--- src/obj_pkg.sv ---
/*
 * sprite engine shared definitions
 * table entry layout, attribute bit positions and field widths
 */
package obj_pkg;

    // sprite geometry
    localparam int OBJ_SIZE    = 16;
    localparam int ROW_W       = $clog2(OBJ_SIZE);

    // table entry, four 16-bit words per sprite
    localparam int ENTRY_WORDS = 4;
    localparam int WORD_W      = 16;
    localparam int W_X         = 0;
    localparam int W_Y         = 1;
    localparam int W_CODE      = 2;
    localparam int W_ATTR      = 3;

    // attribute word
    localparam int ATTR_PAL_LSB  = 0;    // bits 4:0
    localparam int ATTR_HFLIP    = 5;
    localparam int ATTR_VFLIP    = 6;
    localparam int ATTR_PRIO_LSB = 7;    // bits 9:7
    localparam int ATTR_HIDE     = 15;

    localparam int PAL_W   = 5;
    localparam int PRIO_W  = 3;
    localparam int COLOR_W = 4;          // 4bpp graphics

    // screen coordinates and line buffer entries
    localparam int POS_W = 9;
    localparam int PXL_W = PRIO_W + PAL_W + COLOR_W;   // {prio, pal, color}

    // scroll offset registers
    localparam int CFG_OFF_X = 0;
    localparam int CFG_OFF_Y = 1;

endpackage

--- src/obj_if.sv ---
/*
 * sprite engine internal links
 * table read port from the scanner and the scanner to drawer handshake
 */
`timescale 1ns/1ps

interface obj_table_if import obj_pkg::*; #(parameter int AW = 4) ();
    logic [AW-1:0]     addr;     // entry index
    logic [WORD_W-1:0] x;
    logic [WORD_W-1:0] y;
    logic [WORD_W-1:0] code;
    logic [WORD_W-1:0] attr;

    modport scan (output addr, input x, y, code, attr);
    modport ram  (input addr, output x, y, code, attr);
endinterface

interface obj_draw_if import obj_pkg::*; ();
    logic              start;    // one cycle strobe, fields valid with it
    logic              idle;
    logic [WORD_W-1:0] code;
    logic [POS_W-1:0]  hpos;
    logic [ROW_W-1:0]  row;      // vflip already applied
    logic              hflip;
    logic [PAL_W-1:0]  pal;
    logic [PRIO_W-1:0] prio;

    modport scan (output start, code, hpos, row, hflip, pal, prio, input idle);
    modport draw (input start, code, hpos, row, hflip, pal, prio, output idle);
endinterface

--- src/obj_scan.sv ---
/*
 * per-line sprite scanner
 * walks the table from the top entry down, finds sprites that cross
 * the line being rendered and hands each one to the drawer
 */
`timescale 1ns/1ps

module obj_scan import obj_pkg::*; #(
    parameter int  OBJ_COUNT = 16,
    localparam int AW        = $clog2(OBJ_COUNT)
) (
    input  logic             clk,
    input  logic             rst_n,
    input  logic             start,
    input  logic [POS_W-1:0] vrender,
    input  logic [POS_W-1:0] off_x,
    input  logic [POS_W-1:0] off_y,
    obj_table_if.scan        tbl,
    obj_draw_if.scan         drw
);

    localparam logic [1:0] S_IDLE   = 2'd0;
    localparam logic [1:0] S_CHECK  = 2'd1;
    localparam logic [1:0] S_LAUNCH = 2'd2;   // strobe out, drawer still idle
    localparam logic [1:0] S_WAIT   = 2'd3;

    logic [1:0]       state;
    logic [AW-1:0]    idx;
    logic [POS_W-1:0] dy;
    logic             hit;
    logic             launch;

    assign tbl.addr = idx;
    assign dy       = vrender + off_y - tbl.y[POS_W-1:0];   // wraps at 512
    assign hit      = ~tbl.attr[ATTR_HIDE] && (dy < POS_W'(OBJ_SIZE));
    assign launch   = (state == S_CHECK) && hit && drw.idle && !start;

    always_ff @(posedge clk) begin
        if (!rst_n) begin
            state     <= S_IDLE;
            idx       <= '0;
            drw.start <= 1'b0;
        end else begin
            drw.start <= 1'b0;
            if (start) begin
                // new line, anything left over is dropped
                idx   <= AW'(OBJ_COUNT - 1);
                state <= S_CHECK;
            end else begin
                case (state)
                    S_CHECK: begin
                        if (hit) begin
                            if (drw.idle) begin
                                drw.start <= 1'b1;
                                state     <= S_LAUNCH;
                            end
                        end else if (idx == '0) begin
                            state <= S_IDLE;
                        end else begin
                            idx <= idx - 1'b1;
                        end
                    end
                    S_LAUNCH: state <= S_WAIT;
                    S_WAIT: begin
                        if (drw.idle) begin
                            if (idx == '0) begin
                                state <= S_IDLE;
                            end else begin
                                idx   <= idx - 1'b1;
                                state <= S_CHECK;
                            end
                        end
                    end
                    default: ;
                endcase
            end
        end
    end

    // fields for the drawer, held from the strobe on
    always_ff @(posedge clk) begin
        if (launch) begin
            drw.code  <= tbl.code;
            drw.hpos  <= tbl.x[POS_W-1:0] - off_x;
            drw.row   <= tbl.attr[ATTR_VFLIP] ? ~dy[ROW_W-1:0] : dy[ROW_W-1:0];
            drw.hflip <= tbl.attr[ATTR_HFLIP];
            drw.pal   <= tbl.attr[ATTR_PAL_LSB +: PAL_W];
            drw.prio  <= tbl.attr[ATTR_PRIO_LSB +: PRIO_W];
        end
    end

endmodule

--- src/flat_wrapper.sv ---
// flat-port wrapper written by rule: the top's interface ports become plain ports
module obj_scan_flat import obj_pkg::*;
#(
    parameter int  OBJ_COUNT = 16,
    localparam int AW        = $clog2(OBJ_COUNT)
)
  (clk, rst_n, start, vrender, off_x, off_y, tbl_addr, tbl_x, tbl_y, tbl_code, tbl_attr, drw_start, drw_code, drw_hpos, drw_row, drw_hflip, drw_pal, drw_prio, drw_idle);
  obj_table_if tbl_i ();
  obj_draw_if drw_i ();
  input  logic clk;
  input  logic rst_n;
  input  logic start;
  input  logic [POS_W-1:0] vrender;
  input  logic [POS_W-1:0] off_x;
  input  logic [POS_W-1:0] off_y;
  output wire logic [$bits(tbl_i.addr)-1:0] tbl_addr;
  input wire logic [$bits(tbl_i.x)-1:0] tbl_x;
  input wire logic [$bits(tbl_i.y)-1:0] tbl_y;
  input wire logic [$bits(tbl_i.code)-1:0] tbl_code;
  input wire logic [$bits(tbl_i.attr)-1:0] tbl_attr;
  output wire logic [$bits(drw_i.start)-1:0] drw_start;
  output wire logic [$bits(drw_i.code)-1:0] drw_code;
  output wire logic [$bits(drw_i.hpos)-1:0] drw_hpos;
  output wire logic [$bits(drw_i.row)-1:0] drw_row;
  output wire logic [$bits(drw_i.hflip)-1:0] drw_hflip;
  output wire logic [$bits(drw_i.pal)-1:0] drw_pal;
  output wire logic [$bits(drw_i.prio)-1:0] drw_prio;
  input wire logic [$bits(drw_i.idle)-1:0] drw_idle;
  assign tbl_addr = tbl_i.addr;
  assign tbl_i.x = tbl_x;
  assign tbl_i.y = tbl_y;
  assign tbl_i.code = tbl_code;
  assign tbl_i.attr = tbl_attr;
  assign drw_start = drw_i.start;
  assign drw_code = drw_i.code;
  assign drw_hpos = drw_i.hpos;
  assign drw_row = drw_i.row;
  assign drw_hflip = drw_i.hflip;
  assign drw_pal = drw_i.pal;
  assign drw_prio = drw_i.prio;
  assign drw_i.idle = drw_idle;
  obj_scan #(.OBJ_COUNT(OBJ_COUNT)) u_core (.clk(clk), .rst_n(rst_n), .start(start), .vrender(vrender), .off_x(off_x), .off_y(off_y), .tbl(tbl_i), .drw(drw_i));
endmodule
--- config.mk ---
export PLATFORM = sky130hd
export DESIGN_NAME = obj_scan_flat
export DESIGN_NICKNAME = d
export VERILOG_FILES = /design/src/obj_pkg.sv /design/src/obj_if.sv /design/src/obj_scan.sv /design/src/flat_wrapper.sv
export SDC_FILE = /design/constraint.sdc
export NUM_CORES = 1
export LEC_CHECK = 0
export BUFFER_PORTS_ARGS = -buffer_cell sky130_fd_sc_hd__buf_2
export CAP_MARGIN = 15
export CORE_ASPECT_RATIO = 0.8
export CORE_UTILIZATION = 49
export DETAILED_ROUTE_END_ITERATION = 8
export PLACE_DENSITY_LB_ADDON = 0.05
export SETUP_SLACK_MARGIN = 0.3
export SLEW_MARGIN = 20
export SYNTH_ARGS = -nofsm -noshare
export SYNTH_HDL_FRONTEND = slang
export SYNTH_SLANG_ARGS = --single-unit
export TNS_END_PERCENT = 30
--- constraint.sdc ---
create_clock -name clk -period 10.1 [get_ports clk]
set_input_delay 2.02 -clock clk [delete_from_list [all_inputs] [get_ports clk]]
set_output_delay 2.02 -clock clk [all_outputs]
set_load 0.01 [all_outputs]
==> out/qor.txt <==
period utilisation layout - 52.6%
Synthesis Warnings - 0
Syn Nets - 353
WP data required - 10.04 ns
share of cells above drive strength 1 - 37.2%
Final min period - 5.32 ns
Die W - 83.7 um
top cells by area, synth - edfxtp_1 44%, ha_1 8.6%, fa_1 6.9%
hold path start - u_core.tbl.addr[1]
Finished Cell Area - 3370 um2
Fillers - 436
placed cell areas - 3290 um2
htree depth - 2
grt total ovfl - 0
Synth Instances - 231
n_diodes - 0
Initial Utilization - 51.7%
met3 wire length - 406 um
Ports - 138
outcome - finished clean
final hold vios - 0
pin slew with the least headroom to its limit - 0.486 ns
setup TNS - 0 ns
maxcap violations - 0
Final Power - 0.434 mW
Layout Skew - 0.00669 ns
CTS tree - built
sequential cell area fraction in the yosys report - 49.0%
power per cell area - 129 nW/um2
die area - 5640 um2
WP data arrival - 5.25 ns
RSZ-0062 raised after global routing - no
number of global-route vias before repair - 1773
Clock Latency Late Sink - 0.29 ns
gr usage total - 17.6%
syn avg cell area - 11.3 um2
Setup-failing EPs final - 0
Vias - 2049
gp weighted congestion - 0.738
DP HPWL - 4020 um
Num CTS Buffers - 5
DRT met1 WL - 2180 um
Top Layer Used - met4
Wirelength per Cell - 12.3 um
CP endpoint kind - flip-flop
Critical Path Start - tbl_y[2]
core area - 5060 um2
biggest area consumer among synthesized cells - edfxtp_1
# Post-CTS Setup Buffers - 0
pin count of the biggest net entering global routing - 40
Crit Path Class - input pin to flip-flop
first-pass GRT wire length - 7690 um
Synth Register Bits - 45
Total Nets Final - 476
post-CTS sizing - 0
Area growth, synth to finish - 28.8%
top-count cell post-synth - inv_1
Post-synth ARST share - 0%
wire length on met2 - 2500 um
Mapped Area - 2620 um2
initial antenna violation count - 0
Die Height - 67.4 um
clk sinks - 45
Total Wirelength - 5130 um
Critical R2R Launch - u_core.tbl.addr[0]
First-pass DRT Iterations - 4
Clock transition at path regs - 0.08 ns
Rel. slew slack - 67.3%
number of flops mapped to enable cells by yosys - 38
CTS Hold Buffers Added - 0
crit path launch type - input pin
Max IR drop VDD - 0.0000844 V
Non-Filler Instances - 417
worst-path fanout max - 39
Slew Viols, Final - 0
Vias/cell - 4.91
Hold Path Class - flip-flop to flip-flop
IO Port Bufs - 118
Final ANT Viol Nets - 0
placed cells - 409
CTS Buffer Depth - 2
predominant post-synthesis flop cell - edfxtp_1
fmax - 188 MHz
Rows - 23
DR DRC count - 0
most frequent cells after synthesis - 48 x inv_1, 38 x edfxtp_1, 18 x ha_1
Pleak - 1.60 nW
Synth top area share - 43.6%
r2r setup slk - 8.34 ns
Root Buffer - clkbuf_8
Unique masters post-synth - 46
initial DRC count - 105
-- stage by stage --
step	hold slack (ns)	util, %	worst slack (ns)
global route	0.669	66.6	4.55
global placement	0.621	64.9	4.49
CTS	0.648	66.6	4.78
detailed placement	0.635	64.9	4.47
finish	0.641	66.6	4.78
floorplan	0.565	-	3.24
-- metal layers --
| layer | vias up | track usage [%] |
|---|---|---|
| met5 | - | 0 |
| met4 | 0 | 5.72 |
| met3 | 7 | 6.11 |
| met2 | 80 | 31.7 |
| met1 | 914 | 19.9 |
| li1 | 1048 | - |
-- state kept, by name (all words and copies together), names as in the netlist --
register          cells
u_core.drw.code      16
u_core.drw.hflip      1
u_core.drw.hpos       9
u_core.drw.pal        5
u_core.drw.prio       3
u_core.drw.row        4
u_core.drw.start      1
u_core.state          2
u_core.tbl.addr       4
-- final cells by class --
type / count / area (um2) / share of cell area, %
inverter: 48 / 180 / 5.35
clock buffer: 6 / 72.6 / 2.15
timing repair buffer: 119 / 598 / 17.7
multi-input combinational: 135 / 1150 / 34.1
clock inverter: 2 / 10.0 / 0.297
sequential: 45 / 1280 / 38.0
tap: 62 / 77.6 / 2.30
-- critical path, stage by stage --
cell	delay, ns
buf_2	0.11
fa_1	0.54
inv_1	0.05
ha_1	0.34
nor2b_4	0.15
o21a_1	0.17
or4_1	0.40
a222oi_1	0.49
o211ai_1	0.27
nor4_4	0.25
buf_4	0.45
-- final timing paths --
check                           cells past startpoint                   to
worst max-delay path                               11  u_core.drw.code[11]
worst min register to register                      2   u_core.tbl.addr[1]
worst min-delay path                                2   u_core.tbl.addr[1]
worst max register to register                      6   u_core.tbl.addr[3]
-- cell usage in the layout, fill, tap and decap left out, drive strengths merged, types with 2 or more instances in the layout --
cell,n
ha,18
nor3,8
o311ai,2
a211oi,5
inv,48
nand3,2
a21o,2
xnor2,11
nand2b,2
nor2,3
buf,119
clkbuf,6
nand2,8
nor4bb,2
xor2,7
edfxtp,38
o21a,4
o21ai,13
or3,4
a21oi,10
fa,9
dfxtp,7
o31ai,2
clkinv,2
nor2b,4
nor4,3
-- report_power, final --
group	switching (mW)	total, mW	internal (mW)
logic	0.0612	0.118	0.0571
registers	0.00337	0.210	0.207
clock network	0.0572	0.105	0.0480
-- cells by family (layout without fill, tap and decap cells) --
group,count (synthesis),count (layout),synth area share [%]
and+or+nand+nor,42,42,9.85
DFF,45,45,49.0
AOI/OAI and AO/OA,47,47,11.9
buffers and inverters,51,175,7.36
adders and majority gates,27,27,15.5
muxes,1,1,0.430
xor gates and xnor gates,18,18,6.03
Note: power is estimated with default switching activity, not from simulation.
