<file path="src/obj_pkg.sv">
/*
 * sprite engine shared definitions
 * table entry layout, attribute bit positions and field widths
 */
package obj_pkg;

    // sprite geometry
    localparam int OBJ_SIZE    = 16;
    localparam int ROW_W       = $clog2(OBJ_SIZE);

    // table entry, four 16-bit words per sprite
    localparam int ENTRY_WORDS = 4;
    localparam int WORD_W      = 16;
    localparam int W_X         = 0;
    localparam int W_Y         = 1;
    localparam int W_CODE      = 2;
    localparam int W_ATTR      = 3;

    // attribute word
    localparam int ATTR_PAL_LSB  = 0;    // bits 4:0
    localparam int ATTR_HFLIP    = 5;
    localparam int ATTR_VFLIP    = 6;
    localparam int ATTR_PRIO_LSB = 7;    // bits 9:7
    localparam int ATTR_HIDE     = 15;

    localparam int PAL_W   = 5;
    localparam int PRIO_W  = 3;
    localparam int COLOR_W = 4;          // 4bpp graphics

    // screen coordinates and line buffer entries
    localparam int POS_W = 9;
    localparam int PXL_W = PRIO_W + PAL_W + COLOR_W;   // {prio, pal, color}

    // scroll offset registers
    localparam int CFG_OFF_X = 0;
    localparam int CFG_OFF_Y = 1;

endpackage

</file>
<file path="src/obj_if.sv">
/*
 * sprite engine internal links
 * table read port from the scanner and the scanner to drawer handshake
 */


interface obj_draw_if import obj_pkg::*; ();
    logic              start;    // one cycle strobe, fields valid with it
    logic              idle;
    logic [WORD_W-1:0] code;
    logic [POS_W-1:0]  hpos;
    logic [ROW_W-1:0]  row;      // vflip already applied
    logic              hflip;
    logic [PAL_W-1:0]  pal;
    logic [PRIO_W-1:0] prio;

    modport scan (output start, code, hpos, row, hflip, pal, prio, input idle);
    modport draw (input start, code, hpos, row, hflip, pal, prio, output idle);
endinterface

</file>
<file path="src/obj_draw.sv">
/*
 * sprite line drawer
 * fetches the two ROM words of one sprite row and writes the
 * visible pixels into the line buffer, one per cycle
 */
`timescale 1ns/1ps

module obj_draw import obj_pkg::*; (
    input  logic             clk,
    input  logic             rst_n,
    input  logic [31:0]      rom_data,
    input  logic             rom_ok,
    obj_draw_if.draw         drw,
    output logic             rom_cs,
    output logic [19:0]      rom_addr,
    output logic             rom_half,
    output logic [POS_W-1:0] buf_addr,
    output logic [PXL_W-1:0] buf_data,
    output logic             buf_wr
);

    localparam logic [1:0] D_IDLE  = 2'd0;
    localparam logic [1:0] D_FETCH = 2'd1;
    localparam logic [1:0] D_DRAW  = 2'd2;
    localparam logic [1:0] D_LAST  = 2'd3;   // last write in flight

    logic [1:0]        state;
    logic [2:0]        cnt;        // pixel within the current word
    logic [31:0]       pix;
    logic [WORD_W-1:0] code;
    logic [ROW_W-1:0]  row;
    logic [POS_W-1:0]  hpos;
    logic              hflip;
    logic [PAL_W-1:0]  pal;
    logic [PRIO_W-1:0] prio;
    logic [ROW_W-1:0]  col;
    logic [ROW_W-1:0]  ofs;

    assign rom_addr = {code, row};
    assign col      = {rom_half, cnt};         // sprite column
    assign ofs      = hflip ? ~col : col;      // 15 - col when flipped

    always_ff @(posedge clk) begin
        if (!rst_n) begin
            state    <= D_IDLE;
            drw.idle <= 1'b1;
            rom_cs   <= 1'b0;
            rom_half <= 1'b0;
            buf_wr   <= 1'b0;
            cnt      <= '0;
        end else begin
            buf_wr <= 1'b0;
            case (state)
                D_IDLE: begin
                    if (drw.start) begin
                        drw.idle <= 1'b0;
                        rom_cs   <= 1'b1;
                        rom_half <= 1'b0;
                        state    <= D_FETCH;
                    end
                end
                D_FETCH: begin
                    if (rom_ok) begin
                        rom_cs <= 1'b0;
                        cnt    <= '0;
                        state  <= D_DRAW;
                    end
                end
                D_DRAW: begin
                    buf_wr <= pix[COLOR_W-1:0] != '0;   // color 0 is see-through
                    cnt    <= cnt + 1'b1;
                    if (cnt == 3'd7) begin
                        if (!rom_half) begin
                            rom_half <= 1'b1;
                            rom_cs   <= 1'b1;
                            state    <= D_FETCH;
                        end else begin
                            state <= D_LAST;
                        end
                    end
                end
                default: begin
                    drw.idle <= 1'b1;
                    state    <= D_IDLE;
                end
            endcase
        end
    end

    always_ff @(posedge clk) begin
        if (state == D_IDLE && drw.start) begin
            code  <= drw.code;
            row   <= drw.row;
            hpos  <= drw.hpos;
            hflip <= drw.hflip;
            pal   <= drw.pal;
            prio  <= drw.prio;
        end
        if (state == D_FETCH && rom_ok) begin
            pix <= rom_data;
        end else if (state == D_DRAW) begin
            pix <= pix >> COLOR_W;    // next pixel into the low nibble
        end
        if (state == D_DRAW) begin
            buf_addr <= hpos + POS_W'(ofs);
            buf_data <= {prio, pal, pix[COLOR_W-1:0]};
        end
    end

endmodule

</file>
<file path="src/flat_wrapper.sv">
// flat-port wrapper written by rule: the top's interface ports become plain ports
module obj_draw_flat import obj_pkg::*;
  (clk, rst_n, rom_data, rom_ok, rom_cs, rom_addr, rom_half, buf_addr, buf_data, buf_wr, drw_start, drw_code, drw_hpos, drw_row, drw_hflip, drw_pal, drw_prio, drw_idle);
  obj_draw_if drw_i ();
  input  logic clk;
  input  logic rst_n;
  input  logic [31:0] rom_data;
  input  logic rom_ok;
  output logic rom_cs;
  output logic [19:0] rom_addr;
  output logic rom_half;
  output logic [POS_W-1:0] buf_addr;
  output logic [PXL_W-1:0] buf_data;
  output logic buf_wr;
  input wire logic [$bits(drw_i.start)-1:0] drw_start;
  input wire logic [$bits(drw_i.code)-1:0] drw_code;
  input wire logic [$bits(drw_i.hpos)-1:0] drw_hpos;
  input wire logic [$bits(drw_i.row)-1:0] drw_row;
  input wire logic [$bits(drw_i.hflip)-1:0] drw_hflip;
  input wire logic [$bits(drw_i.pal)-1:0] drw_pal;
  input wire logic [$bits(drw_i.prio)-1:0] drw_prio;
  output wire logic [$bits(drw_i.idle)-1:0] drw_idle;
  assign drw_i.start = drw_start;
  assign drw_i.code = drw_code;
  assign drw_i.hpos = drw_hpos;
  assign drw_i.row = drw_row;
  assign drw_i.hflip = drw_hflip;
  assign drw_i.pal = drw_pal;
  assign drw_i.prio = drw_prio;
  assign drw_idle = drw_i.idle;
  obj_draw u_core (.clk(clk), .rst_n(rst_n), .rom_data(rom_data), .rom_ok(rom_ok), .drw(drw_i), .rom_cs(rom_cs), .rom_addr(rom_addr), .rom_half(rom_half), .buf_addr(buf_addr), .buf_data(buf_data), .buf_wr(buf_wr));
endmodule
</file>
<file path="config.mk">
export PLATFORM = sky130hd
export DESIGN_NAME = obj_draw_flat
export DESIGN_NICKNAME = d
export VERILOG_FILES = /design/src/obj_pkg.sv /design/src/obj_if.sv /design/src/obj_draw.sv /design/src/flat_wrapper.sv
export SDC_FILE = /design/constraint.sdc
export NUM_CORES = 1
export LEC_CHECK = 0
export BUFFER_PORTS_ARGS = -buffer_cell sky130_fd_sc_hd__buf_4
export CAP_MARGIN = 20
export CORE_UTILIZATION = 35
export CTS_CLUSTER_DIAMETER = 30
export DETAILED_ROUTE_END_ITERATION = 6
export PLACE_DENSITY = 0.63
export SYNTH_ARGS = -nofsm -noshare
export SYNTH_HDL_FRONTEND = slang
export SYNTH_SLANG_ARGS = --single-unit
</file>
<file path="constraint.sdc">
create_clock -name clk -period 4.26 [get_ports clk]
set_clock_uncertainty 0.1 [all_clocks]
set_input_delay 0.852 -clock clk [delete_from_list [all_inputs] [get_ports clk]]
set_output_delay 0.852 -clock clk [all_outputs]
set_load 0.03 [all_outputs]
</file>
==> results of run 1 <==
-- kinds of logic (layout without fill, tap and decap cells) --
logic type,count (synthesis),in the layout,share of synthesized area (%)
AO/OA/AOI/OAI,27,27,4.59
XOR/XNOR,10,10,2.25
adder cells (fa/ha/maj),12,12,4.04
buffers and inverters,15,146,1.86
flip-flops,100,100,74.7
multiplexers,29,29,8.34
AND/OR/NAND/NOR,30,30,4.23
-- critical path, delay by kind of cell, from the launching register on --
kind	cells	cell delay [ns]
AND/OR/NAND/NOR	2	0.64
buffers and inverters	2	0.48
flip-flops	1	0.36
adder cells (fa/ha/maj)	1	0.32
-- cell type report --
cell class,instances,area share [%]
clock inverter,6,1.07
timing repair buffer,121,17.7
inverter,9,0.659
multi-input combinational,108,17.8
clock buffer,10,2.49
sequential,100,56.8
tap,140,3.42
-- metrics by stage --
stage	setup slack [ns]	total power [mW]	hold WS, ns
floorplan	1.51	2.21	0.300
global placement	1.84	2.50	0.301
detailed placement	1.83	2.53	0.305
CTS	1.97	3.11	0.328
global route	1.80	3.24	0.334
finish	2.00	3.06	0.325
-- power by group --
group / switching (mW) / total [mW] / internal (mW)
logic: 0.564 / 0.949 / 0.385
clock network: 0.308 / 0.574 / 0.266
registers: 0.0870 / 1.54 / 1.45
total: 0.959 / 3.06 / 2.10
-- metal layers --
metal | GRT usage, % | vias up | wire length, µm
met3 | 3.45 | 10 | 302
met1 | 15.7 | 1107 | 2960
met4 | 6.36 | 0 | 131
met2 | 21.6 | 65 | 3620
li1 | - | 1107 | -
met5 | 0 | - | 0
-- cell usage in the layout, fill, tap and decap left out, types with 6 or more instances in the layout --
cell	Yosys	final
clkbuf_8	0	9
xor2_1	7	7
dfxtp_1	9	9
mux2_2	28	28
nand2_1	6	6
ha_1	11	11
edfxtp_1	91	91
a21oi_1	10	10
buf_4	0	121
inv_1	9	9
-- worst max-delay path by stage --
| stage | endpoint | slack, ns |
|---|---|---|
| global route | u_core.pix[3] | 1.80 |
| detailed placement | u_core.pix[1] | 1.83 |
| floorplan | u_core.pix[0] | 1.51 |
| finish | u_core.pix[3] | 2.00 |
| CTS | u_core.pix[14] | 1.97 |
| global placement | u_core.pix[1] | 1.84 |
-- sequential cells by signal, indices dropped and copies added (netlist names) --
signal,cells
u_core.buf_wr,1
u_core.rom_half,1
u_core.buf_addr,9
u_core.rom_cs,1
u_core.hpos,9
u_core.code,16
u_core.pal,5
u_core.pix,32
u_core.state,2
u_core.row,4
u_core.buf_data,12
u_core.hflip,1
u_core.drw.idle,1
u_core.cnt,3
u_core.prio,3
==> results.md, run 1 <==
- The run finished with clean final reports.
- The initial DRC count is 117.
- The number of gates resized after CTS was 0.
- After floorplanning, the core was sized to cover 10800 µm².
- In the final routed layout, each cell accounts on average for ~14 µm.
- In the post-synthesis netlist, the cell with the most instances is edfxtp_1.
- For this configuration, the core starts out at a cell density of 36.0%.
- The die is 108 µm wide.
- The placement row count is 38.
- The hold path startpoint is u_core.pal[0].
- In this run the remaining antenna-violating nets after routing total 0.
- The count of buffers inserted at the top-level ports is 118.
- The setup-violating endpoint count in the final report is 0.
- The net count after synthesis is 309.
- Data on the critical path is required at its endpoint by between 4 and 5 ns.
- The fill cell instance count of the final layout is 972.
- Global routing consumed, over all layers together, 13.0% of the routing resources.
- After synthesis, the share of flip-flops with an asynchronous set or reset is 0%.
- The cell count after synthesis came out at 223.
- Sorting the synthesized cells by how often they occur yields edfxtp_1 (91), mux2_2 (28), ha_1 (11), a21oi_1 (10).
- The count of pins over their slew limit is 0.
- The vias per cell is ~4.6.
- For this run, the number of Yosys warnings is 0.
- In this run the number of H-tree levels came out at 3.
- The final worst-path cycle share is 53.1%.
- By startpoint and endpoint, the worst setup path is classified as reg -> reg.
- The routed design has 7.02 mm of wire.
- The number of distinct standard cells referenced by the synthesized netlist is 34.
- The slowest stage of the critical path belongs to the cell nand2_2.
- The setup check on the worst reg-to-reg path leaves a slack of 2.00 ns.
- The post-CTS repair timing setup buffer count is 0.
- The share of synthesized area in the top cell type comes to 70.1%.
- In this run the worst setup path begins at u_core.state[1].
- After routing the design area is 5130 µm².
- Data on the critical path arrives at its endpoint at ~2.2 ns.
- After clock tree synthesis, the clock-pin slew on the worst setup and hold paths is 0.09 ns.
- In this run the static leakage power is 2.03 nW.
- At the end of routability-driven placement, the weighted congestion stood at 0.790.
- The number of clock buffers added by TritonCTS is 9.
- The cts-stage hold buffer count is 0.
- Among all flip-flop cells after synthesis, the most frequent one is edfxtp_1.
- The number of flops mapped to enable cells by yosys is 91.
- The shortest clock period the worst path allows after layout is around 2.3 ns.
- The worst register-to-register path has a depth of 5.
- The path with the worst hold slack has its endpoint at u_core.buf_data[4].
- The sequential cell area is 2910 µm².
- The via count is between 2000 and 2500.
- The die covers roughly 12000 µm².
- The largest total area in the synthesized netlist belongs to edfxtp_1.
- For this run the aggregate overflow at the end of global routing stands at 0.
- The number of max-cap violations is 0.
- The largest vdd supply drop is 0.000285 V.
- The number of global-route vias before repair is 2333.
- The DRC violations left is 0.
- Setup repair after global routing left no endpoint under its margin.
- Counting flops and latches in the post-synthesis netlist gives 100.
- The longest clock path from root to sink contains 2 buffers.
- The number of antenna violations at the first check in global routing is 0.
- For the pin with the worst max-slew slack, the measured transition is 0.652 ns.
- In this run, placement finished with an instance count of 478.
- The synthesis-to-finish area growth is 31.5%.
- The clock reaches the later pin of the worst-skew pair after 0.35 ns.
- In this design, the stage delay of the slowest critical-path cell is 0.44 ns.
- The critical path launch point type is a flop.
- The total half-perimeter wirelength after legalization and detailed placement is 4.98 mm.
- The highest clock rate is 0.442 GHz.
- Headroom to the max-slew limit came out at around 56%.
- The multi-input combinational cells in the finished layout cover a total of 915 µm².
- Of all nets on the critical path, the largest fanout is 32.
- The start of the worst register-to-register path is u_core.state[1].
- The die span in y is about 110 µm.
- The clock tree from TritonCTS is yes.
- Counting instances, the worst hold path has a depth of 0.
- After routing, the total negative slack on setup checks comes to 0 ns.
- The portion of the post-synthesis area used by sequential elements is roughly three quarters.
- The capture instance of the worst register-to-register path is u_core.pix[3].
- A synthesized cell averages between 15 and 20 µm².
- The clock drives 100 sinks.
- The utilization of the core after routing is between 40 and 50%.
- The final instance count without filler cells is approximately 490.
- The placed standard-cell area is 4940 µm².
- The critical path goes through inv_1 > ha_1 > nand2_2 > nand2b_1 > buf_4.
- STA classifies the critical path endpoint as a flop.
- The hold violation count in the final report is 0.
- The number of detailed-route iterations in the first pass is 4.
- After the last flow step, the layout net total stands at 435.
- The mapped netlist covers 3900 µm².
- Entering global routing, the biggest net connects 39 pins.
- The clock root buffer is clkbuf_8.
- The path type of the worst min-delay path is reg -> reg.
- The repair_antennas step left the layout with diodes totalling 0.
- By area the synthesized netlist is led by edfxtp_1 (70%), mux2_2 (8.1%), dfxtp_1 (4.6%), ha_1 (3.5%), xor2_1 (1.6%).
- The wire length of the first global-routing pass is 11.2 mm.
- For this design the top-level I/O count stands at 119.
- The fraction of layout cells with a size suffix above 1 is 46.3%.
- In this run the power density over the cells is 598 nW/µm².
No activity file was read; power rests on OpenSTA's default activity.
==> run 2, diff against run 1 <==
- clock period: 4.26 -> 2.27 ns (I/O delays scaled with it)
==> run 2 against run 1 <==
Against the previous run: utilization up 0.51 points; largest cell class unchanged; highest routed layer unchanged; combinational power up 96%; critical path type unchanged; clock-buffer cell count down 1; sequential share of layout area down 0.60 points.
==> results.md, run 2 (same netlist as run 1, synthesis figures left out) <==
- The worst setup timing slack at the placement stage is 0.139 ns (-1.69 ns).
- The power density over the cells was 1120 nW/µm² (+88%).
- The via count is 2253 (-1.6%).
- The largest vdd supply drop is 0.000474 V (+66%).
- The count of pins over their slew limit came to 0 (unchanged).
- The normalized max-slew margin is 72.6% (+16 points).
- The total half-perimeter wirelength after legalization and detailed placement came to 5.09 mm (+2.3%).
- The worst hold path belongs to the class in -> reg.
- The leakage power figure is 2.06 nW (+1.2%).
- The internal power is 3.93 mW (+87%).
- The starting density of the core is 36.0% (unchanged).
- The clock tree buffer depth came to 2 (unchanged).
- The initial DRC count came to 118 (+0.85%).
- The least setup slack across all paths after layout is 0.207 ns (-1.79 ns).
- The placed standard-cell area came to 4990 µm² (+0.91%).
- The slowest stage of the critical path is the edfxtp_1 cell.
- The largest net degree at the start of global routing is 33 (-15%).
- The detailed-routing wirelength on met1 is 3.06 mm (+3.1%).
- The number of detailed-route iterations in the first pass came to 4 (unchanged).
- The remaining global-route overflow came to 0 (unchanged).
- The core footprint is 10800 µm² (unchanged).
- In this run the worst setup path begins at u_core.hflip.
- The part of the total power dissipated in combinational logic was 32.0% (+1.0 points).
- The switching part of the total is 32.4% (+1.1 points).
- The share of total power in sequential cells is 49.7% (-0.6 points).
- The number of flip-flops under the largest register name is 32 (unchanged).
- Setup repair after global routing left no endpoint under its margin.
- The count of buffers inserted at the top-level ports is 118 (unchanged).
- The final instance count without filler cells is 497 (+0.61%).
- The fraction of layout cells with a size suffix above 1 came to 47.9% (+1.6 points).
- The insertion delay of the later-clocked pin in the worst-skew pair is 0.36 ns (about the same).
- The arrival time of the worst setup path came to 2.09 ns (-0.08 ns).
- The antenna violation net count after detailed routing is 0 (unchanged).
- The start of the worst register-to-register path is u_core.hflip.
- The die span in y was 108 µm (unchanged).
- STA classifies the critical path endpoint as a flop.
- The register bank with the most flops is u_core.pix.
- The actual slew at the worst max-slew pin is 0.399 ns (-0.253 ns).
- In this design, the largest share of critical-path delay is due to adder cells.
- The shortest clock period the worst path allows after layout is 2.06 ns (-0.198 ns).
- The flow ran to the end, and the final reports show no timing, DRC or antenna violations.
- The clock group share of total power is 18.3% (-0.4 points).
- The highest clock rate is 0.485 GHz (+9.6%).
- The number of buffers inserted during clock tree synthesis was 9 (unchanged).
- The wire length of the first global-routing pass is 10.7 mm (-3.7%).
- Traced cell by cell, the critical path runs through xor2_1 > ha_1 > inv_1 > fa_1 > nand3b_1 > a21oi_1 > xor2_1.
- The top cell types in the final layout, fill and taps aside, are buf_4 (122), edfxtp_1 (91), mux2_2 (28).
- The total number of nets in the final design came to 438 (+0.69%).
- The hold violation count in the final report is 0 (unchanged).
- The longest individual stage delay on the worst path is 0.44 ns (about the same).
- The I/O pin total is 119 (unchanged).
- The hold path startpoint is drw_hpos[6].
- The routed wirelength normalized by instance count is 14.2 µm (+0.26%).
- The placement row count is 38 (unchanged).
- The number of levels in the clock H-tree is 3 (unchanged).
- The total length of routed wires was 7.08 mm (+0.87%).
- The critical path launch point type is a flop.
- The type of the worst setup path is reg -> reg.
- The setup-violating endpoint count in the final report was 0 (unchanged).
- The setup TNS came to 0 ns (unchanged).
- The global routing usage summed across all routing layers is 12.5% (-0.54 points).
- The total power consumption of the routed design is 5.82 mW (+90%).
- The antenna diode count is 0 (unchanged).
- The cts-stage hold buffer count is 0 (unchanged).
- The synthesis-to-finish area growth is 32.9%.
- The number of global-route vias before repair was 2173 (-6.9%).
- The clock slew at the register clock pins of the worst setup and hold paths was 0.11 ns (+0.02 ns).
- The number of max-cap violations is 0 (unchanged).
- The root buffer cell chosen for the clock tree is clkbuf_8.
- The maximum fanout encountered on the critical timing path is 3 (-91%).
- The required arrival time at the worst endpoint came to 2.29 ns (-1.88 ns).
- The number of cells in the design after placement came to 480 (+0.42%).
- The total net switching power is 1.89 mW (+97%).
- The top routing layer in use is met4.
- The floorplan die area came to 11600 µm² (unchanged).
- The vias per cell is 4.53 (-2.2%).
- The cell type with the highest occurrence count on the critical path is xor2_1.
- The buffers plus inverters on the worst setup path was 1 (-1).
- The final standard cell area without fillers was 5180 µm² (+1.1%).
- The most frequent standard cell in the layout excluding fill and tap cells is buf_4.
- The met3 layer wire length in the routed design is 287 µm (-5.0%).
- The final worst-path cycle share is 90.9% (+38 points).
- TritonCTS built the clock tree.
- The number of antenna violations at the first check in global routing came to 0 (unchanged).
- The met2 layer wire length in the routed design came to 3.64 mm (+0.33%).
- The number of clock sinks came to 100 (unchanged).
- The DRC violations left came to 0 (unchanged).
- The width of the chip is 108 µm (unchanged).
- The weighted congestion at the end of routability-driven global placement is 0.829 (+4.8%).
- The largest registers in the layout are u_core.pix x32, u_core.code x16, u_core.buf_data x12.
run 2: changes by cell type in the layout (fill, tap and decap cells not counted), moves of 2 or more:
cell	delta
clkinv_4	+4
buf_12	+2
clkinv_2	-2
inv_8	+2
run 2: per-stage QoR:
step	hold slack (ns)	util, %
floorplan	0.300	-
detailed placement	0.306	46.0
finish	0.159	47.8
global placement	0.301	46.0
global route	0.127	47.8
CTS	0.134	47.7
run 2: layer usage:
layer,GRT usage [%],vias to the layer above
met5,0,-
met4,4.99,0
met3,2.97,8
met2,20.7,55
met1,15.6,1077
li1,-,1113
run 2: area by class of cell:
class | instances | area, µm²
sequential | 100 | 2910
timing repair buffer | 124 | 956
clock buffer | 9 | 124
tap | 140 | 175
fill | 976 | 5660
clock inverter | 7 | 61.3
multi-input combinational | 108 | 920
inverter | 9 | 33.8
run 2: final timing paths:
check	end	slack (ns)	cells after the start
max	u_core.buf_addr[8]	0.21	7
min	u_core.hpos[6]	0.16	1
max reg2reg	u_core.buf_addr[8]	0.21	7
min reg2reg	u_core.buf_data[7]	0.32	0
run 2: what timing repair did:
item / CTS / global route
setup endpoints to repair: 0 / 2
setup buffers: 0 / 1
gates resized for setup: 0 / 0
run 2: power groups by stage:
stage	registers [mW]	logic, mW	clock network [mW]
floorplan	3.24	0.905	0
global placement	2.92	1.84	0
detailed placement	2.94	1.87	0
CTS	2.90	1.88	1.11
global route	2.94	2.02	1.17
finish	2.89	1.86	1.07
