**config.mk**
```make
export PLATFORM = sky130hd
export DESIGN_NAME = obj_frame_copy
export DESIGN_NICKNAME = d
export VERILOG_FILES = /design/src/obj_pkg.sv /design/src/obj_frame_copy.sv
export SDC_FILE = /design/constraint.sdc
export NUM_CORES = 1
export LEC_CHECK = 0
export BUFFER_PORTS_ARGS = -buffer_cell sky130_fd_sc_hd__buf_4
export CAP_MARGIN = 20
export CORE_AREA = 2 2 39 41
export CTS_CLUSTER_DIAMETER = 50
export DETAILED_ROUTE_END_ITERATION = 16
export DIE_AREA = 0 0 41 43
export PLACE_DENSITY = 0.75
export SETUP_SLACK_MARGIN = 0.5
export SYNTH_ARGS = -nofsm -noshare
export SYNTH_HDL_FRONTEND = slang
export SYNTH_SLANG_ARGS = --single-unit
```
**constraint.sdc**
```tcl
create_clock -name clk -period 2.5 [get_ports clk]
set_input_delay 0.25 -clock clk [delete_from_list [all_inputs] [get_ports clk]]
set_output_delay 0.25 -clock clk [all_outputs]
set_load 0.01 [all_outputs]
```
**src/obj_pkg.sv**
```systemverilog
/*
 * sprite engine shared definitions
 * table entry layout, attribute bit positions and field widths
 */
package obj_pkg;

    // sprite geometry
    localparam int OBJ_SIZE    = 16;
    localparam int ROW_W       = $clog2(OBJ_SIZE);

    // table entry, four 16-bit words per sprite
    localparam int ENTRY_WORDS = 4;
    localparam int WORD_W      = 16;
    localparam int W_X         = 0;
    localparam int W_Y         = 1;
    localparam int W_CODE      = 2;
    localparam int W_ATTR      = 3;

    // attribute word
    localparam int ATTR_PAL_LSB  = 0;    // bits 4:0
    localparam int ATTR_HFLIP    = 5;
    localparam int ATTR_VFLIP    = 6;
    localparam int ATTR_PRIO_LSB = 7;    // bits 9:7
    localparam int ATTR_HIDE     = 15;

    localparam int PAL_W   = 5;
    localparam int PRIO_W  = 3;
    localparam int COLOR_W = 4;          // 4bpp graphics

    // screen coordinates and line buffer entries
    localparam int POS_W = 9;
    localparam int PXL_W = PRIO_W + PAL_W + COLOR_W;   // {prio, pal, color}

    // scroll offset registers
    localparam int CFG_OFF_X = 0;
    localparam int CFG_OFF_Y = 1;

endpackage

```
**src/obj_frame_copy.sv**
```systemverilog
/*
 * sprite table copier
 * reads the whole table from object RAM once per frame,
 * starting when vertical blanking begins
 */
`timescale 1ns/1ps

module obj_frame_copy import obj_pkg::*; #(
    parameter int  OBJ_COUNT = 16,
    localparam int WAW       = $clog2(OBJ_COUNT * ENTRY_WORDS)
) (
    input  logic           clk,
    input  logic           rst_n,
    input  logic           LVBL,
    input  logic           obank,
    input  logic           oram_ok,
    output logic           oram_cs,
    output logic [12:0]    oram_addr,
    output logic           table_we,
    output logic [WAW-1:0] table_waddr
);

    localparam int LAST = OBJ_COUNT * ENTRY_WORDS - 1;

    logic           lvbl_l;
    logic           blank_fall;
    logic           bank;        // bank latched for the whole copy
    logic [WAW-1:0] cnt;

    assign blank_fall  = lvbl_l & ~LVBL;
    assign oram_addr   = {bank, {(12 - WAW){1'b0}}, cnt};
    assign table_we    = oram_cs & oram_ok;    // word arrives this cycle
    assign table_waddr = cnt;

    always_ff @(posedge clk) begin
        if (!rst_n) begin
            lvbl_l  <= 1'b0;
            oram_cs <= 1'b0;
            bank    <= 1'b0;
            cnt     <= '0;
        end else begin
            lvbl_l <= LVBL;
            if (!oram_cs) begin
                if (blank_fall) begin
                    oram_cs <= 1'b1;
                    bank    <= obank;
                    cnt     <= '0;
                end
            end else if (oram_ok) begin
                if (cnt == WAW'(LAST)) begin
                    oram_cs <= 1'b0;   // table complete
                end else begin
                    cnt <= cnt + 1'b1;
                end
            end
        end
    end

endmodule

```
==> results of run 1 <==
==> logic make-up (layout without fill, tap and decap cells) <==
family	count (synthesis)	count (layout)	share of synthesized area [%]
fa+ha+maj	1	1	2.136
other cells	1	6	0.6404
simple gates	23	23	21.15
mux	3	3	5.342
flops	9	9	30.77
buf+inv	18	26	21.15
compound gates	13	13	18.80
==> power by group <==
part | total, mW | internal [mW] | switching [mW] | leakage, nW
Sequential | 0.150 | 0.146 | 0.00339 | 0.0730
Clock | 0.114 | 0.0615 | 0.0520 | 0.0150
Combinational | 0.0326 | 0.0150 | 0.0176 | 0.281
Total | 0.296 | 0.223 | 0.0730 | 0.369
==> registers in the layout, indices dropped and copies added (netlist names) <==
register	flops
table_waddr	6
bank	1
lvbl_l	1
oram_cs	1
==> layout by cell type (no fill, tap or decap) <==
cell,count
sky130_fd_sc_hd__nand3b_1,1
sky130_fd_sc_hd__or4_1,1
sky130_fd_sc_hd__mux2i_1,2
sky130_fd_sc_hd__nor2_1,1
sky130_fd_sc_hd__a221oi_2,1
sky130_fd_sc_hd__nand3_1,4
sky130_fd_sc_hd__o22ai_1,3
sky130_fd_sc_hd__o211ai_1,2
sky130_fd_sc_hd__clkbuf_1,1
sky130_fd_sc_hd__or3b_4,1
sky130_fd_sc_hd__and4_1,1
sky130_fd_sc_hd__a21o_1,1
sky130_fd_sc_hd__clkbuf_4,3
sky130_fd_sc_hd__dfxtp_1,9
sky130_fd_sc_hd__and2_1,2
sky130_fd_sc_hd__a21oi_1,1
sky130_fd_sc_hd__conb_1,6
sky130_fd_sc_hd__a32oi_1,1
sky130_fd_sc_hd__o21ai_0,1
sky130_fd_sc_hd__nand2_1,9
sky130_fd_sc_hd__inv_1,3
sky130_fd_sc_hd__a22oi_4,1
sky130_fd_sc_hd__a31oi_1,1
sky130_fd_sc_hd__buf_4,19
sky130_fd_sc_hd__a211oi_1,1
sky130_fd_sc_hd__mux2_2,1
sky130_fd_sc_hd__ha_1,1
sky130_fd_sc_hd__nand2b_1,1
sky130_fd_sc_hd__nor2b_1,2
==> critical path: stages, from the launching register on <==
cell                      delay, ps
sky130_fd_sc_hd__dfxtp_1        480
sky130_fd_sc_hd__nand2_1        200
sky130_fd_sc_hd__inv_1          120
sky130_fd_sc_hd__buf_4          120
==> cell type report <==
class,instances,area (um2)
inverter,3,11.26
sequential,9,180.2
clock buffer,4,26.28
tap,16,20.02
multi-input combinational,46,300.3
fill,145,703.2
timing repair buffer,19,142.6
==> through the flow <==
step | total power, mW | cells | setup WS, ps
floorplan | 0.1823 | 73 | 1172
global placement | 0.1852 | 93 | 1073
detailed placement | 0.1858 | 93 | 1143
CTS | 0.2991 | 97 | 1076
global route | 0.3078 | 97 | 922.5
finish | 0.2958 | 97 | 1074
==> worst paths after layout <==
check	start	endpoint	cells past startpoint
max	oram_cs$_SDFF_PN0_	table_we	3
min	LVBL	lvbl_l$_SDFF_PN0_	2
max reg2reg	table_waddr[1]$_SDFFE_PN0P_	table_waddr[2]$_SDFFE_PN0P_	4
min reg2reg	table_waddr[5]$_SDFFE_PN0P_	oram_cs$_SDFF_PN0_	1
==> per-layer routing <==
layer	wire, um	track usage [%]	part of all wire [%]
met1	453	15.91	42
met2	550	22.50	51
met3	74	3.141	6.8
met4	7	4.000	0.65
met5	0	0	0
==> run summary, run 1 <==
* completed — result of the run
* 3.528 ps — clock skew after layout
* 1090 ps — worst setup slack for register-to-register paths
* sky130_fd_sc_hd__buf_4 — cell with the most instances after synthesis
* 0 — initial antenna violation count
* 0 ps — aggregate negative setup slack
* flop — launching element type of the critical path
* 0% — share of synthesized flip-flops with an asynchronous set or reset
* 30.77% — share of the synthesized area in the top cell type
* 0 — number of warning messages in the yosys log
* 8.611 um2 — average cell area after synthesis
* 212.8 ps — WHS
* 9 — total number of clock tree sinks
* 0 — final hold violations
* 13 x sky130_fd_sc_hd__buf_4, 9 x sky130_fd_sc_hd__dfxtp_1, 9 x sky130_fd_sc_hd__nand2_1, 4 x sky130_fd_sc_hd__nand3_1 — leading cell types by count after synthesis
* 701.4 MHz — Fmax achieved
* 0 — number of flops mapped to enable cells by yosys
* 11.19 um — WL per Instance
* 1180 ps — Critical Path AT
* 0 — max-cap viol count
* 49.19% — Finished Core Util
* in -> reg — Min-Delay Path Class
* 1426 ps — final worst path period need
* reg -> out — worst setup path category
* 29 — count of different cell masters after synthesis
* 0 — setup violation total in the final timing report
* 485 — DR vias
* 1085 um — detailed-route wire length
* 0 — number of post-CTS setup repair buffers
* 3 — cts bufs inserted
* 1669 um — global-route wire length before repair
* 9 — Synth Register Bits
* 43 um — y dimension of the die
* 14 — count of standard-cell rows
* 260 ps — clock insertion delay at the later pin of the skew report
* 0.3694 nW — leakage dissipation
* sky130_fd_sc_hd__dfxtp_1 31%, sky130_fd_sc_hd__buf_4 17%, sky130_fd_sc_hd__nand2_1 5.8% — leading post-synthesis cells by cell area
* 19 — number of buffer cells added on primary ports
* 88 — nets@finish
* 16.24% — Synth-to-Final Area Change
* 10 — Max Fanout on Critical Path
* 415 — vias in the first global route
* 0.001763 mm2 — die outline area
* 2 — Bufs on Longest Clock Path
* 0 — number of nets still failing antenna checks after routing
* 585.6 um2 — Cell Area, Synth
* 434.6 mW/mm2 — cell area power density
* output port — type of destination of the critical path
* 4 — count of TritonRoute iterations in the first routing pass
* 0 — diode insertion count for antenna repair
* 68 — number of instances in the synthesized netlist
* 654.4 um2 — Post-Place Cell Area
* 680.7 um2 — total non-filler cell area in the finished layout
* sky130_fd_sc_hd__dfxtp_1 — leading area contributor after synthesis
* no — unrepaired setup endpoints after global routing
* 0 — CTS Hold Buffers Added
* 0 — post-cts gate resize count
* sky130_fd_sc_hd__dfxtp_1 — most instantiated flip-flop cell in the synthesis netlist
* 0.8050 — global placement routability congestion
* 13 — maximum number of pins on one net before global-route repair
* 0 — global route total overflow
* 1 — H-Tree Depth
* 2250 ps — required time of the worst setup path
* 0 — max-slew violation count
* 0 — DRC violation count after routing
* 57.03% — Final Cycle Share
* 60 ps — clock slew seen by the registers of the worst setup and hold paths
* 32.10% — fraction of layout cells with a size suffix above 1
* 30.77% — register area share after synthesis
* 0.2146 mV — worst vdd ir
* done — clock tree from TritonCTS
* 5.000 — number of vias per cell after detailed routing
* 15 — First DRT Iteration DRCs
* 42.31% — Initial Utilization
* 13.39% — aggregate global-route resource usage
* 844.2 um — placed wire-length estimate
* 26 — boundary pin count
* 41 um — horizontal extent of the die
* 0.001384 mm2 — Core Footprint
* sky130_fd_sc_hd__clkbuf_4 — clock tree root buffer cell
No activity file was read; power rests on OpenSTA's default activity.
==> inputs of run 2 (changes only) <==
--- a/config.mk
+++ b/config.mk
@@ -7,10 +7,9 @@
 export LEC_CHECK = 0
 export BUFFER_PORTS_ARGS = -buffer_cell sky130_fd_sc_hd__buf_4
 export CAP_MARGIN = 20
-export CORE_AREA = 2 2 39 41
+export CORE_UTILIZATION = 44
 export CTS_CLUSTER_DIAMETER = 50
 export DETAILED_ROUTE_END_ITERATION = 16
-export DIE_AREA = 0 0 41 43
 export PLACE_DENSITY = 0.75
 export SETUP_SLACK_MARGIN = 0.5
 export SYNTH_ARGS = -nofsm -noshare
==> constraint.sdc (replaced) <==
create_clock -name clk -period 1.4 [get_ports clk]
set_input_delay 0.14 -clock clk [delete_from_list [all_inputs] [get_ports clk]]
set_output_delay 0.14 -clock clk [all_outputs]
set_load 0.01 [all_outputs]
==> run summary, run 2 (synthesized netlist as in run 1, its figures left out) <==
* 48.50% — Synth-to-Final Area Change, was 16.24%
* 814.1 MHz — Fmax achieved
* 24.62% — sw frac, was 24.67%
* 4 — count of TritonRoute iterations in the first routing pass, unchanged
* flop — launching element type of the critical path, unchanged
* 0.4521 nW — leakage dissipation, was 0.3694 nW
* 19 — number of buffer cells added on primary ports, unchanged
* 0 — max-slew violation count, unchanged
* yes — unrepaired setup endpoints after global routing, was no
* 22.29% — aggregate global-route resource usage, was 13.39%
* 533.9 uW — post-layout total power, was 295.8 uW
* 171.6 ps — Worst Slack Setup Final, was 1074 ps
* 108 — final cell count without fillers, was 97
* 0 — setup violation total in the final timing report, unchanged
* 402.4 uW — Pint, was 222.8 uW
* flop — type of destination of the critical path, was output port
* 420 ps — delay of the slowest cell on the worst path, was 480 ps
* 60 ps — clock slew seen by the registers of the worst setup and hold paths, about the same
* 614.0 mW/mm2 — cell area power density, was 434.6 mW/mm2
* 1228 ps — final worst path period need
* 0 — DRC violation count after routing, unchanged
* 5.185 — number of vias per cell after detailed routing, was 5.000
* 51.06% — fraction of layout cells with a size suffix above 1, was 32.10%
* sky130_fd_sc_hd__clkbuf_4 — clock tree root buffer cell, unchanged
* 93 — placed cell count, unchanged
* 1430 um — detailed-route wire length, was 1085 um
* 0.7351 — global placement routability congestion, was 0.8050
* done — clock tree from TritonCTS, unchanged
* 560 — DR vias, was 485
* 38.48 um — horizontal extent of the die, was 41 um
* 0 — CP bufs+invs, was 2
* reg -> reg — worst setup path category, was reg -> out
* 0 — diode insertion count for antenna repair, unchanged
* simple AND/OR/NAND/NOR gates — cell family contributing the most delay on the critical path, was flip-flops
* 0 — number of nets still failing antenna checks after routing, unchanged
* 0 ps — aggregate negative setup slack, unchanged
* 2214 um — global-route wire length before repair, was 1669 um
* 37.1% — Clock power frac, was 38.4%
* 2 — Bufs on Longest Clock Path, unchanged
* 38.48 um — y dimension of the die, was 43 um
* 0 — initial antenna violation count, unchanged
* completed — result of the run, unchanged
* 0 — CTS Hold Buffers Added, unchanged
* 101 — nets@finish, was 88
* 185.0 ps — dpl ws, was 1143 ps
* 13 — maximum number of pins on one net before global-route repair, unchanged
* 48.5% — register share of total power, was 50.6%
* 0 — final hold violations, unchanged
* 0.001171 mm2 — Core Footprint, was 0.001384 mm2
* 74.25% — Finished Core Util, was 49.19%
* 260 ps — clock insertion delay at the later pin of the skew report, about the same
* in -> reg — Min-Delay Path Class, unchanged
* 7.742 ps — clock skew after layout, was 3.528 ps
* or3b_4 > a22oi_4 > o22ai_1 — critical path cell sequence, was nand2_1 > inv_1 > buf_4
* 3 — cts bufs inserted, unchanged
* 13.24 um — WL per Instance, was 11.19 um
* 1 — H-Tree Depth, unchanged
* 0 — global route total overflow, unchanged
* 9 — total number of clock tree sinks, unchanged
* 26 — boundary pin count, unchanged
* sky130_fd_sc_hd__buf_4 — most common library cell in the layout ignoring fill and taps, unchanged
* sky130_fd_sc_hd__or3b_4 — cell with the largest stage delay on the worst path, was sky130_fd_sc_hd__dfxtp_1
* 17 x sky130_fd_sc_hd__buf_4, 15 x sky130_fd_sc_hd__buf_6, 8 x sky130_fd_sc_hd__nand2_1 — commonest cells after routing, fill and taps aside, was 19 x sky130_fd_sc_hd__buf_4, 9 x sky130_fd_sc_hd__nand2_1, 9 x sky130_fd_sc_hd__dfxtp_1
* 5 — Max Fanout on Critical Path, was 10
* 12 — count of standard-cell rows, was 14
* 490 — vias in the first global route, was 415
* 856.7 um — placed wire-length estimate, was 844.2 um
* 0.4505 mV — worst vdd ir, was 0.2146 mV
* 14.5% — logic gate share of total power, was 11.0%
* 0 — max-cap viol count, unchanged
* 131.4 uW — switching power, was 72.99 uW
* 1540 ps — required time of the worst setup path, was 2250 ps
* 87.74% — Final Cycle Share
* 50.00% — Initial Utilization, was 42.31%
* 6 — number of flip-flops in the largest register, unchanged
* 4 — First DRT Iteration DRCs, was 15
* 0.001481 mm2 — die outline area, was 0.001763 mm2
* 1370 ps — Critical Path AT, was 1180 ps
## run 2: cell count changes in the layout (fill, tap and decap cells not counted), sizes merged
cell and change:
buf +13
## run 2: repair_timing
| action | in CTS | in global routing |
|---|---|---|
| setup buffers | 5 | 6 |
| pin swaps | 4 | 1 |
| gates resized for setup | 16 | 6 |
| setup endpoints to repair | 22 | 22 |
## run 2: final timing paths
check / depth (start not counted) / startpoint / slack [ps] / end
max: 3 / oram_cs$_SDFF_PN0_ / 170 / table_waddr[4]$_SDFFE_PN0P_
min: 2 / LVBL / 110 / lvbl_l$_SDFF_PN0_
max reg2reg: 3 / oram_cs$_SDFF_PN0_ / 170 / table_waddr[4]$_SDFFE_PN0P_
min reg2reg: 2 / bank$_SDFFE_PN0P_ / 500 / bank$_SDFFE_PN0P_
## run 2: routing by layer
| layer | part of all wire (%) | global-route usage (%) | vias up |
|---|---|---|---|
| met5 | 0 | 0 | - |
| li1 | - | - | 272 |
| met1 | 43 | 26.95 | 267 |
| met3 | 4.0 | 5.233 | 2 |
| met4 | 1.3 | 10.34 | 0 |
| met2 | 51 | 36.67 | 19 |
## run 2: area by class of cell
type | count | area (um2)
multi-input cells | 46 | 317.8
clock buffers | 4 | 26.28
well taps | 14 | 17.52
repair buffers | 32 | 296.5
flip-flops and latches | 9 | 200.2
fillers | 76 | 301.5
inverters | 3 | 11.26
## run 2: through the flow
stage	hold slack (ps)	instance area (um2)
after floorplan	261.7	628.1
after global placement	366.6	690.7
after detailed placement	369.6	690.7
after CTS	101.6	803.3
after global routing	95.62	869.6
final	109.5	869.6
## run 2: power by group through the flow
| stage | clock (mW) | combinational, mW | sequential, mW |
|---|---|---|---|
| 2_1_floorplan | 0 | 0.0543 | 0.269 |
| 3_3_place_gp | 0 | 0.0579 | 0.270 |
| 3_5_place_dp | 0 | 0.0587 | 0.271 |
| 4_1_cts | 0.206 | 0.0714 | 0.260 |
| 5_1_grt | 0.219 | 0.0832 | 0.259 |
| 6_report | 0.198 | 0.0773 | 0.259 |
==> inputs of run 3 (changes only) <==
==> constraint.sdc (replaced) <==
create_clock -name clk -period 1.2 [get_ports clk]
set_input_delay 0.12 -clock clk [delete_from_list [all_inputs] [get_ports clk]]
set_output_delay 0.12 -clock clk [all_outputs]
set_load 0.01 [all_outputs]
==> run summary, run 3 (synthesized netlist as in run 1, its figures left out) <==
* completed — result of the run, unchanged
* 886.1 um — placed wire-length estimate, was 856.7 um
* 0.4467 nW — leakage dissipation, was 0.4521 nW
* flop — type of destination of the critical path, unchanged
* 553 — DR vias, was 560
* 3 — cell depth of the worst setup path, unchanged
* 260 ps — clock insertion delay at the later pin of the skew report, about the same
* 12.38 um — WL per Instance, was 13.24 um
* 0 — DRC violation count after routing, unchanged
* table_waddr[1]$_SDFFE_PN0P_ — CP Launch Point, was oram_cs$_SDFF_PN0_
* 510 ps — delay of the slowest cell on the worst path, was 420 ps
* 26 — boundary pin count, unchanged
* 105 — final cell count without fillers, was 108
* 0 — CP bufs+invs, unchanged
* 95 — placed cell count, was 93
* 0 — initial antenna violation count, unchanged
* table_waddr[5]$_SDFFE_PN0P_ — reg2reg end, was table_waddr[4]$_SDFFE_PN0P_
* 12 — count of standard-cell rows, unchanged
* 4 — Max Fanout on Critical Path, was 5
* sky130_fd_sc_hd__buf_6 — most common library cell in the layout ignoring fill and taps, was sky130_fd_sc_hd__buf_4
* 6 — number of flip-flops in the largest register, unchanged
* 0 ps — aggregate negative setup slack, unchanged
* 87 — number of filler instances in the final layout, was 76
* 833.6 MHz — Fmax achieved, was 814.1 MHz
* 18 x sky130_fd_sc_hd__buf_6, 11 x sky130_fd_sc_hd__buf_4, 8 x sky130_fd_sc_hd__nand2_1 — commonest cells after routing, fill and taps aside, was 17 x sky130_fd_sc_hd__buf_4, 15 x sky130_fd_sc_hd__buf_6, 8 x sky130_fd_sc_hd__nand2_1
* 0.7256 — global placement routability congestion, was 0.7351
* 13.5% — logic gate share of total power, was 14.5%
* reg -> reg — worst setup path category, unchanged
* 9 — total number of clock tree sinks, unchanged
* simple AND/OR/NAND/NOR gates — cell family contributing the most delay on the critical path, unchanged
* table_waddr[5]$_SDFFE_PN0P_ — Setup crit end, was table_waddr[4]$_SDFFE_PN0P_
* 5.267 — number of vias per cell after detailed routing, was 5.185
* 38.2% — Clock power frac, was 37.1%
* 2035 um — global-route wire length before repair, was 2214 um
* 1380 ps — required time of the worst setup path, was 1540 ps
* 0.001171 mm2 — Core Footprint, unchanged
* in -> reg — Min-Delay Path Class, unchanged
* 50.00% — Initial Utilization, unchanged
* 0 — setup violation total in the final timing report, unchanged
* 60 ps — clock slew seen by the registers of the worst setup and hold paths, about the same
* 0 — CTS Hold Buffers Added, unchanged
* 1.180 ps — clock skew after layout, was 7.742 ps
* 0 — number of nets still failing antenna checks after routing, unchanged
* 25.41% — sw frac, was 24.62%
* 1200 ps — final worst path period need, was 1228 ps
* nand3_1 > or4_1 > o211ai_1 — critical path cell sequence, was or3b_4 > a22oi_4 > o22ai_1
* done — clock tree from TritonCTS, unchanged
* 99.97% — Final Cycle Share, was 87.74%
* 461 — vias in the first global route, was 490
* 19 — number of buffer cells added on primary ports, unchanged
* 0 — max-slew violation count, unchanged
* 0 — global route total overflow, unchanged
* 865.8 um2 — total non-filler cell area in the finished layout, was 869.6 um2
* 2 — Bufs on Longest Clock Path, unchanged
* 0 — diode insertion count for antenna repair, unchanged
* 0.5653 mV — worst vdd ir, was 0.4505 mV
* 38.48 um — y dimension of the die, unchanged
* 718.5 mW/mm2 — cell area power density, was 614.0 mW/mm2
* yes — unrepaired setup endpoints after global routing, unchanged
* 18 — First DRT Iteration DRCs, was 4
* 0 — max-cap viol count, unchanged
* 51.65% — fraction of layout cells with a size suffix above 1, was 51.06%
* 0.001481 mm2 — die outline area, unchanged
* 47.86% — Synth-to-Final Area Change, was 48.50%
* 0.4 ps — worst setup slack for register-to-register paths, was 170 ps
* 1380 ps — Critical Path AT, was 1370 ps
* 98 — nets@finish, was 101
* 13 — maximum number of pins on one net before global-route repair, unchanged
* table_waddr[1]$_SDFFE_PN0P_ — origin of the critical flop-to-flop path, was oram_cs$_SDFF_PN0_
* 1 — H-Tree Depth, unchanged
* 3 — cts bufs inserted, unchanged
* 48.3% — register share of total power, was 48.5%
* sky130_fd_sc_hd__clkbuf_4 — clock tree root buffer cell, unchanged
* 4 — count of TritonRoute iterations in the first routing pass, unchanged
* 464.1 uW — Pint, was 402.4 uW
* 38.48 um — horizontal extent of the die, unchanged
* sky130_fd_sc_hd__or4_1 — cell with the largest stage delay on the worst path, was sky130_fd_sc_hd__or3b_4
* 3 — depth of the most critical reg-to-reg path, unchanged
* 706.9 um2 — Post-Place Cell Area, was 690.7 um2
* 1300 um — detailed-route wire length, was 1430 um
* 158.1 uW — switching power, was 131.4 uW
* 20.82% — aggregate global-route resource usage, was 22.29%
* 0 — final hold violations, unchanged
* 622.1 uW — post-layout total power, was 533.9 uW
* flop — launching element type of the critical path, unchanged
-- run 3: cell count changes in the layout (fill, tap and decap cells not counted), sizes merged --
cell / previous run / this run
buf: 32 / 29
-- run 3: cell type report --
type,count,area [um2],area share [%]
Clock buffer,4,26.28,3.035
Inverter,3,11.26,1.301
Multi-Input combinational cell,46,322.8,37.28
Sequential cell,9,202.7,23.41
Tap cell,14,17.52,2.023
Timing Repair Buffer,29,285.3,32.95
-- run 3: how the worst min path moves through the flow --
stage          startpoint                end  slack [ps]  cells past startpoint
6_report             LVBL  lvbl_l$_SDFF_PN0_          80                      2
5_1_grt              LVBL  lvbl_l$_SDFF_PN0_          70                      2
4_1_cts              LVBL  lvbl_l$_SDFF_PN0_          70                      2
3_5_place_dp         LVBL  lvbl_l$_SDFF_PN0_         350                      2
3_3_place_gp         LVBL  lvbl_l$_SDFF_PN0_         350                      2
2_1_floorplan        LVBL  lvbl_l$_SDFF_PN0_         240                      1
-- run 3: what timing repair did --
action / in CTS / in global routing
endpoints found under the hold margin: 0 / 0
gates resized for setup: 14 / 13
buffers inserted: 4 / 2
pin swaps: 1 / 2
setup endpoints to repair: 23 / 23
-- run 3: per-layer routing --
layer	vias up	GRT usage [%]	wire, um	share of wire, %
met2	23	30.83	620	48
met1	257	25.44	567	44
met5	-	0	0	0
li1	268	-	-	-
met3	5	6.977	72	5.5
met4	0	12.93	40	3.1
-- run 3: through the flow --
stage / setup slack (ps) / utilization, % / hold WS (ps)
after floorplan: -60.92 / - / 241.7
after CTS: 19.19 / 68.80 / 73.72
final: 0.4143 / 73.93 / 82.15
after detailed placement: 17.57 / 60.36 / 351.6
after global routing: -47.93 / 73.93 / 65.62
after global placement: 10.99 / 60.36 / 346.2
-- run 3: power by group through the flow --
stage | clock, mW | combinational (mW) | sequential [mW]
after floorplan | 0 | 0.0634 | 0.314
after global placement | 0 | 0.0721 | 0.314
after detailed placement | 0 | 0.0728 | 0.314
after CTS | 0.248 | 0.0819 | 0.303
after global routing | 0.266 | 0.0911 | 0.301
final | 0.238 | 0.0840 | 0.300
